## config.mk

```make
export PLATFORM = sky130hd
export DESIGN_NAME = pcxt_audio
export DESIGN_NICKNAME = d
export VERILOG_FILES = /design/src/common/audio_pkg.sv /design/src/rtl/audio/audio_input_stage.sv /design/src/rtl/audio/audio_mixer.sv /design/src/rtl/audio/audio_compressor.sv /design/src/rtl/audio/sigma_delta_dac.sv /design/src/rtl/pcxt_audio.sv
export SDC_FILE = /design/constraint.sdc
export NUM_CORES = 1
export LEC_CHECK = 0
export BUFFER_PORTS_ARGS = -buffer_cell sky130_fd_sc_hd__buf_2
export CELL_PAD_IN_SITES_DETAIL_PLACEMENT = 0
export CELL_PAD_IN_SITES_GLOBAL_PLACEMENT = 1
export CORE_MARGIN = 2
export CORE_UTILIZATION = 40
export CTS_BUF_LIST = sky130_fd_sc_hd__clkbuf_4 sky130_fd_sc_hd__clkbuf_8
export DETAILED_ROUTE_END_ITERATION = 10
export GPL_TIMING_DRIVEN = 0
export PLACE_DENSITY = 0.78
export SLEW_MARGIN = 20
export SYNTH_ARGS = -nofsm -noshare
export SYNTH_HDL_FRONTEND = slang
export SYNTH_SLANG_ARGS = --single-unit
```

## constraint.sdc

```tcl
create_clock -name clk_chipset -period 8.07 [get_ports clk_chipset]
set_clock_uncertainty 0.1 [all_clocks]
set_input_delay 1.2105 -clock clk_chipset [delete_from_list [all_inputs] [get_ports clk_chipset]]
set_output_delay 1.2105 -clock clk_chipset [all_outputs]
set_load 0.1 [all_outputs]
```

## src/common/audio_pkg.sv

```systemverilog
// shared audio types for the PC/XT sound path
// sample, level and mix widths, boost mode encoding
// compressor knee, gain and slope constants

package audio_pkg;

    ////////////////////
    // sample types
    ////////////////////

    // signed 16-bit PCM sample
    typedef logic signed [15:0] sample_t;

    // one source after sign extension and scaling
    typedef logic signed [16:0] level_t;

    // headroom for the sum of three levels
    typedef logic signed [17:0] mix_t;

    // raw Tandy sound chip output, unsigned
    typedef logic [7:0] tandy_sample_t;

    // left-shift amount 0..3
    typedef logic [1:0] volume_t;

    // boost select, code 3 also picks the 4x curve
    typedef enum logic [1:0] {
        boost_off = 2'd0,
        boost_2x  = 2'd1,
        boost_4x  = 2'd2
    } boost_e;

    ////////////////////
    // limits and curves
    ////////////////////

    localparam sample_t sample_max = 16'sh7fff;
    localparam sample_t sample_min = 16'sh8000;

    // 2x curve, gain 2 below the knee, 1/4 slope above
    localparam logic [15:0] knee_2x      = 16'd14044;
    localparam logic [15:0] gain_2x      = 16'd2;
    localparam logic [15:0] slope_div_2x = 16'd4;
    localparam logic [15:0] knee_2x_base = 16'd28088;

    // 4x curve, gain 4 below the knee, 1/8 slope above
    localparam logic [15:0] knee_4x      = 16'd7400;
    localparam logic [15:0] gain_4x      = 16'd4;
    localparam logic [15:0] slope_div_4x = 16'd8;
    localparam logic [15:0] knee_4x_base = 16'd29600;

endpackage

```

## src/rtl/audio/audio_input_stage.sv

```systemverilog
// source conditioning for the audio path
// settle filters on the FM and Tandy samples
// volume scaling of the Tandy sample and the PC speaker

`timescale 1ns/1ps

module audio_input_stage import audio_pkg::*;
(
    input  logic          clk_chipset,
    input  logic          reset,
    input  sample_t       opl_sample,
    input  tandy_sample_t tandy_sample,
    input  logic          speaker_out,
    input  volume_t       tandy_volume,
    input  volume_t       speaker_volume,
    output level_t        opl_level,
    output level_t        tandy_level,
    output level_t        speaker_level
);

    // two-deep history of the FM sample
    sample_t     opl_d0;
    sample_t     opl_d1;

    // tandy value after volume, then its history
    logic [10:0] tandy_shifted;
    logic [14:0] tandy_scaled;
    logic [14:0] tandy_d0;
    logic [14:0] tandy_d1;

    // speaker is active low
    logic [3:0]  speaker_shifted;

    assign tandy_shifted   = {3'b000, tandy_sample} << tandy_volume;
    assign speaker_shifted = {3'b000, ~speaker_out} << speaker_volume;

    ////////////////////
    // settle filters
    ////////////////////

    always_ff @(posedge clk_chipset, posedge reset)
    begin
        if (reset)
        begin
            opl_d0       <= '0;
            opl_d1       <= '0;
            opl_level    <= '0;
            tandy_scaled <= '0;
            tandy_d0     <= '0;
            tandy_d1     <= '0;
            tandy_level  <= '0;
        end
        else
        begin
            opl_d0 <= opl_sample;
            opl_d1 <= opl_d0;
            // only take a value that held for two samples
            if (opl_d0 == opl_d1)
                opl_level <= {opl_d1[15], opl_d1};

            // scale first, filter the scaled value
            tandy_scaled <= {tandy_shifted, 4'b0000};
            tandy_d0     <= tandy_scaled;
            tandy_d1     <= tandy_d0;
            if (tandy_d0 == tandy_d1)
                tandy_level <= {2'b00, tandy_d1};
        end
    end

    ////////////////////
    // speaker
    ////////////////////

    // 2048 up to 16384 while sounding
    always_ff @(posedge clk_chipset, posedge reset)
    begin
        if (reset)
            speaker_level <= '0;
        else
            speaker_level <= {2'b00, speaker_shifted, 11'd0};
    end

endmodule

```

## src/rtl/audio/audio_mixer.sv

```systemverilog
// three-source audio mixer
// widened sum, then saturation to a signed 16-bit sample

`timescale 1ns/1ps

module audio_mixer import audio_pkg::*;
(
    input  logic    clk_chipset,
    input  logic    reset,
    input  level_t  opl_level,
    input  level_t  tandy_level,
    input  level_t  speaker_level,
    output sample_t mixed
);

    // raw sum, two bits wider than a sample
    mix_t sum;

    always_ff @(posedge clk_chipset, posedge reset)
    begin
        if (reset)
            sum <= '0;
        else
            sum <= mix_t'(opl_level) + mix_t'(tandy_level) + mix_t'(speaker_level);
    end

    ////////////////////
    // clamp
    ////////////////////

    always_ff @(posedge clk_chipset, posedge reset)
    begin
        if (reset)
            mixed <= '0;
        else if (sum > mix_t'(sample_max))
            mixed <= sample_max;
        else if (sum < mix_t'(sample_min))
            mixed <= sample_min;
        else
            mixed <= sample_t'(sum);
    end

endmodule

```

## src/rtl/audio/audio_compressor.sv

```systemverilog
// dynamic range compressor for the mixed sample
// 2x and 4x curves, bypass when boost is off

`timescale 1ns/1ps

module audio_compressor import audio_pkg::*;
(
    input  logic    clk_chipset,
    input  logic    reset,
    input  sample_t mixed,
    input  boost_e  boost,
    output sample_t pcm_out
);

    logic [15:0] mag;
    logic [15:0] curve_2x;
    logic [15:0] curve_4x;
    logic [15:0] curve_sel;
    logic [15:0] compressed;

    ////////////////////
    // curves
    ////////////////////

    always_comb
    begin
        // 16-bit negate, -32768 maps to 0x8000
        mag = mixed[15] ? (~mixed + 16'd1) : mixed;

        // linear gain below the knee, shallow slope above
        if (mag < knee_2x)
            curve_2x = mag * gain_2x;
        else
            curve_2x = ((mag - knee_2x) / slope_div_2x) + knee_2x_base;

        if (mag < knee_4x)
            curve_4x = mag * gain_4x;
        else
            curve_4x = ((mag - knee_4x) / slope_div_4x) + knee_4x_base;

        // any other nonzero code means 4x
        if (boost == boost_2x)
            curve_sel = curve_2x;
        else
            curve_sel = curve_4x;

        // put the sign back
        compressed = mixed[15] ? (~curve_sel + 16'd1) : curve_sel;
    end

    ////////////////////
    // output register
    ////////////////////

    always_ff @(posedge clk_chipset, posedge reset)
    begin
        if (reset)
            pcm_out <= '0;
        else if (boost == boost_off)
            pcm_out <= mixed;
        else
            pcm_out <= sample_t'(compressed);
    end

endmodule

```

## src/rtl/audio/sigma_delta_dac.sv

```systemverilog
// first-order sigma-delta modulator
// signed sample in, one-bit density stream out

`timescale 1ns/1ps

module sigma_delta_dac import audio_pkg::*;
(
    input  logic    clk_chipset,
    input  logic    reset,
    input  sample_t sample,
    output logic    audio_out
);

    logic [15:0] offset;
    logic [16:0] acc;

    // flip the sign bit for offset binary
    assign offset = {~sample[15], sample[14:0]};

    // carry out of the low 16 bits is the next output bit
    always_ff @(posedge clk_chipset, posedge reset)
    begin
        if (reset)
        begin
            acc       <= '0;
            audio_out <= 1'b0;
        end
        else
        begin
            acc       <= {1'b0, acc[15:0]} + {1'b0, offset};
            audio_out <= acc[16];
        end
    end

endmodule

```

## src/rtl/pcxt_audio.sv

```systemverilog
// audio output path of the PC/XT core
// input stage, mixer, compressor and sigma-delta DAC in a chain

`timescale 1ns/1ps

module pcxt_audio import audio_pkg::*;
(
    input  logic          clk_chipset,
    input  logic          reset,
    input  sample_t       opl_sample,
    input  tandy_sample_t tandy_sample,
    input  logic          speaker_out,
    input  volume_t       tandy_volume,
    input  volume_t       speaker_volume,
    input  boost_e        boost,
    output sample_t       pcm_out,
    output logic          audio_out
);

    level_t  opl_level;
    level_t  tandy_level;
    level_t  speaker_level;
    sample_t mixed;

    audio_input_stage u_audio_input_stage
    (
        .clk_chipset    (clk_chipset),
        .reset          (reset),
        .opl_sample     (opl_sample),
        .tandy_sample   (tandy_sample),
        .speaker_out    (speaker_out),
        .tandy_volume   (tandy_volume),
        .speaker_volume (speaker_volume),
        .opl_level      (opl_level),
        .tandy_level    (tandy_level),
        .speaker_level  (speaker_level)
    );

    audio_mixer u_audio_mixer
    (
        .clk_chipset    (clk_chipset),
        .reset          (reset),
        .opl_level      (opl_level),
        .tandy_level    (tandy_level),
        .speaker_level  (speaker_level),
        .mixed          (mixed)
    );

    audio_compressor u_audio_compressor
    (
        .clk_chipset    (clk_chipset),
        .reset          (reset),
        .mixed          (mixed),
        .boost          (boost),
        .pcm_out        (pcm_out)
    );

    // single mono bitstream
    sigma_delta_dac u_sigma_delta_dac
    (
        .clk_chipset    (clk_chipset),
        .reset          (reset),
        .sample         (pcm_out),
        .audio_out      (audio_out)
    );

endmodule

```

==> out/summary.json <==
{
  "min-delay-path-class": "flop to flop",
  "net-switching-power_mw": 1.07,
  "maximum_number_of_buffers_from_clock_root_to_sink": 2,
  "clock_tree.root_cell": "clkbuf_8",
  "initial_antenna_violation_count": 0,
  "yosysWarningCount": 0,
  "finalHoldViolations": 0,
  "cts_tree": "done",
  "grt_remaining_overflow": 0,
  "buffers_inserted_by_post_cts_timing_repair": 0,
  "postSynthAreaPerCell_um2": 10.1,
  "worstPathArrival_ns": 5.84,
  "synth-seq-cells": 164,
  "power_frac_clock": 0.229,
  "cp-start-kind": "flop",
  "tritoncts_num_sinks": 164,
  "dr_total_vias": 7074,
  "reg2reg_from": "u_audio_mixer.mixed[1]$_DFF_PP0_",
  "setup_repair_after_global_routing_missed_its_margin": "false",
  "layout.filler_cells": 2239,
  "regArea_um2": 4100,
  "worstRegToRegCells": 23,
  "timing.max_cap.violations": 0,
  "sequentialPowerShare": 0.385,
  "final_max_slew_viol_count": 0,
  "chip_height_um": 158,
  "finalWorstPathRequiredPeriod_ns": 5.61,
  "placed_cells_incl_taps": 1312,
  "endpoint_kind": "flop",
  "cts.hold.buffers_added": 0,
  "hold_path_end": "u_audio_input_stage.tandy_d0[4]$_DFF_PP0_",
  "grt_max_degree": 108,
  "syn-instance-count": 945,
  "post_drt_via_cell_ratio": 5.26,
  "cts_bufs_inserted": 17,
  "netlist_cell_types": 85,
  "cp.required_ns": 8.30,
  "finalCritPeriodShare": 0.696,
  "route.antenna.remaining_nets": 0,
  "place.gp.congestion": 0.906,
  "portBuffers": 47,
  "fin_tns_setup_ns": 0,
  "pint_mw": 1.53,
  "power_share_of_the_combinational_group": 0.387,
  "postRouteWirelength_um": 21600,
  "avgRoutedWirePerCell_um": 16.0,
  "report.final.setup_viol": 0,
  "clk_latency_worst_skew_pair_ns": 0.47,
  "power.density_nw_per_um2": 246,
  "status": "completed",
  "clk_transition_reported_paths_ns": 0.09,
  "drtIter0Drc": 433,
  "layout.cells.most_common": "dfrtp_1",
  "synth_area_um2": 9500,
  "detail_route.drc_violations": 0,
  "critical_path_class": "flop to flop",
  "die-area_um2": 25000,
  "synth_seq_area_share": 0.432,
  "insertedDiodeCount": 0,
  "ctsHtreeMaxLevel": 4,
  "initial_core_util": 0.406,
  "multi_input_area_um2": 5050,
  "die-width_um": 158,
  "grt_use_total": 0.180,
  "layout-drive-gt1-share": 0.171,
  "synth-main-ff-cell": "dfrtp_1",
  "first_pass_grt_wire_length_um": 35100,
  "fmaxAchievable_mhz": 178,
  "hold-worst-slack_ns": 0.255,
  "critical_path.reg2reg.endpoint": "u_audio_compressor.pcm_out[14]$_DFF_PP0_",
  "crit_path_max_fanout": 9,
  "core_rows": 56,
  "number_of_global_route_vias_before_repair": 6773,
  "synth-async-reset-ratio": 1.00,
  "router_iterations_before_antenna_repair": 7,
  "slew-limit-headroom": 0.362,
  "pin_count": 50,
  "layout_common_cells": "dfrtp_1, nor2_1, nand2_1",
  "setup.reg_to_reg.worst_slack_ns": 2.46,
  "synth.net_count": 1019,
  "vdd.ir_drop.worst_mv": 0.166,
  "min-delay-start": "u_audio_input_stage.tandy_scaled[4]$_DFF_PP0_",
  "min_path_cells": 0,
  "power.static_leakage_nw": 4.89,
  "dp_hpwl_um": 16500,
  "synthToLayoutAreaGrowth_pct": 11.3,
  "postCtsResizedCells": 0,
  "worst_slew_pin_tran_ns": 0.951,
  "switching_share": 0.412,
  "post_layout_nonfiller_instances": 1344,
  "finalNetCount": 1086,
  "synth_edf_count": 0,
  "core_region_area_um2": 23400
}
==> metrics by stage <==
stage	util	total power [mW]	cell area [um^2]	worst slack, ns
final	0.452	2.60	10600	2.46
after global routing	0.452	2.77	10600	2.01
after CTS	0.452	2.62	10600	2.53
after detailed placement	0.435	2.02	10200	2.58
after global placement	0.433	2.00	10100	0.662
after floorplan	-	1.80	9500	2.33
==> metal layers <==
metal	part of all wire	routed length [um]	GRT usage
met3	0.045	979	0.0411
met4	0.023	490	0.0579
met2	0.50	10800	0.313
met1	0.43	9310	0.220
met5	0	0	0
==> critical path, cell delays in order (launching register included) <==
cell      delay, ns
dfrtp_1        0.49
inv_1          0.09
ha_1           0.18
buf_2          0.17
nand2b_1       0.16
xor2_1         0.50
inv_1          0.17
ha_1           0.25
inv_1          0.06
o211ai_1       0.26
xnor2_1        0.24
ha_1           0.27
o21ai_0        0.12
o211ai_1       0.19
a32oi_1        0.21
o31ai_1        0.52
o211ai_1       0.17
o31ai_2        0.11
mux2i_1        0.11
or3_1          0.34
buf_2          0.17
o41ai_2        0.38
xnor2_1        0.16
o21ai_1        0.07
==> power by group through the flow <==
stage / Combinational [mW] / Clock, mW / Sequential, mW
2_1_floorplan: 0.665 / 0 / 1.13
3_3_place_gp: 0.989 / 0 / 1.02
3_5_place_dp: 0.998 / 0 / 1.02
4_1_cts: 1.00 / 0.614 / 1.00
5_1_grt: 1.10 / 0.655 / 1.01
6_report: 1.00 / 0.594 / 0.999
==> area by class of cell <==
type / instances / share of cell area
clock inverter: 14 / 0.0148
inverter: 33 / 0.0124
tap: 319 / 0.0377
buffer: 45 / 0.0211
multi-input combinational: 703 / 0.478
timing repair buffer: 48 / 0.0248
sequential: 164 / 0.388
clock buffer: 18 / 0.0234
==> logic make-up after synthesis <==
logic type | count (synthesis) | share of synthesized area
xor+xnor | 104 | 0.101
buf+inv | 78 | 0.0365
mux | 44 | 0.0528
simple gates | 282 | 0.144
fa+ha+maj | 41 | 0.0563
compound gates | 232 | 0.177
flops | 164 | 0.432
==> cell usage after synthesis, drive strengths merged (4+ instances only) <==
cell type,count,share of area
dfrtp,164,0.43
nor2,94,0.037
nand2,74,0.029
a21oi,67,0.036
o21ai,58,0.032
xor2,56,0.056
xnor2,48,0.045
ha,38,0.050
inv,33,0.013
mux2,29,0.034
clkbuf,24,0.0095
buf,21,0.014
nor3,20,0.011
nor2b,15,0.0099
mux2i,13,0.014
nand2b,12,0.0079
nor4,12,0.0079
nand3,11,0.0063
o211ai,11,0.0097
a31oi,10,0.0072
o31ai,10,0.011
or3,10,0.0066
a21o,8,0.0063
a211oi,7,0.0055
or2,7,0.0046
a311oi,6,0.0080
o2111ai,6,0.0055
o41ai,6,0.014
a21boi,5,0.0039
and2,4,0.0026
nand3b,4,0.0045
nand4,4,0.0026
nor3b,4,0.0032
==> state kept, by name, indices dropped and copies added, names as in the netlist <==
signal and flops:
u_audio_input_stage.speaker_level 4, u_audio_input_stage.opl_d0 16, u_sigma_delta_dac.acc 17, u_audio_input_stage.opl_d1 16
u_audio_input_stage.tandy_scaled 11, u_sigma_delta_dac.audio_out 1, u_audio_mixer.mixed 16, u_audio_mixer.sum 18
u_audio_input_stage.tandy_d0 11, u_audio_compressor.pcm_out 16, u_audio_input_stage.opl_level 16, u_audio_input_stage.tandy_level 11
u_audio_input_stage.tandy_d1 11
==> how the worst max path moves through the flow <==
| stage | cells after the start | startpoint | endpoint | slack [ns] |
|---|---|---|---|---|
| 2_1_floorplan | 1 | reset | u_audio_compressor.pcm_out[0]$_DFF_PP0_ | 2.33 |
| 3_3_place_gp | 2 | reset | u_audio_input_stage.opl_d0[3]$_DFF_PP0_ | 0.66 |
| 3_5_place_dp | 23 | u_audio_mixer.mixed[1]$_DFF_PP0_ | u_audio_compressor.pcm_out[14]$_DFF_PP0_ | 2.58 |
| 4_1_cts | 23 | u_audio_mixer.mixed[1]$_DFF_PP0_ | u_audio_compressor.pcm_out[14]$_DFF_PP0_ | 2.53 |
| 5_1_grt | 23 | u_audio_mixer.mixed[1]$_DFF_PP0_ | u_audio_compressor.pcm_out[14]$_DFF_PP0_ | 2.01 |
| 6_report | 23 | u_audio_mixer.mixed[1]$_DFF_PP0_ | u_audio_compressor.pcm_out[14]$_DFF_PP0_ | 2.46 |
(Power assumes the default switching activity.)
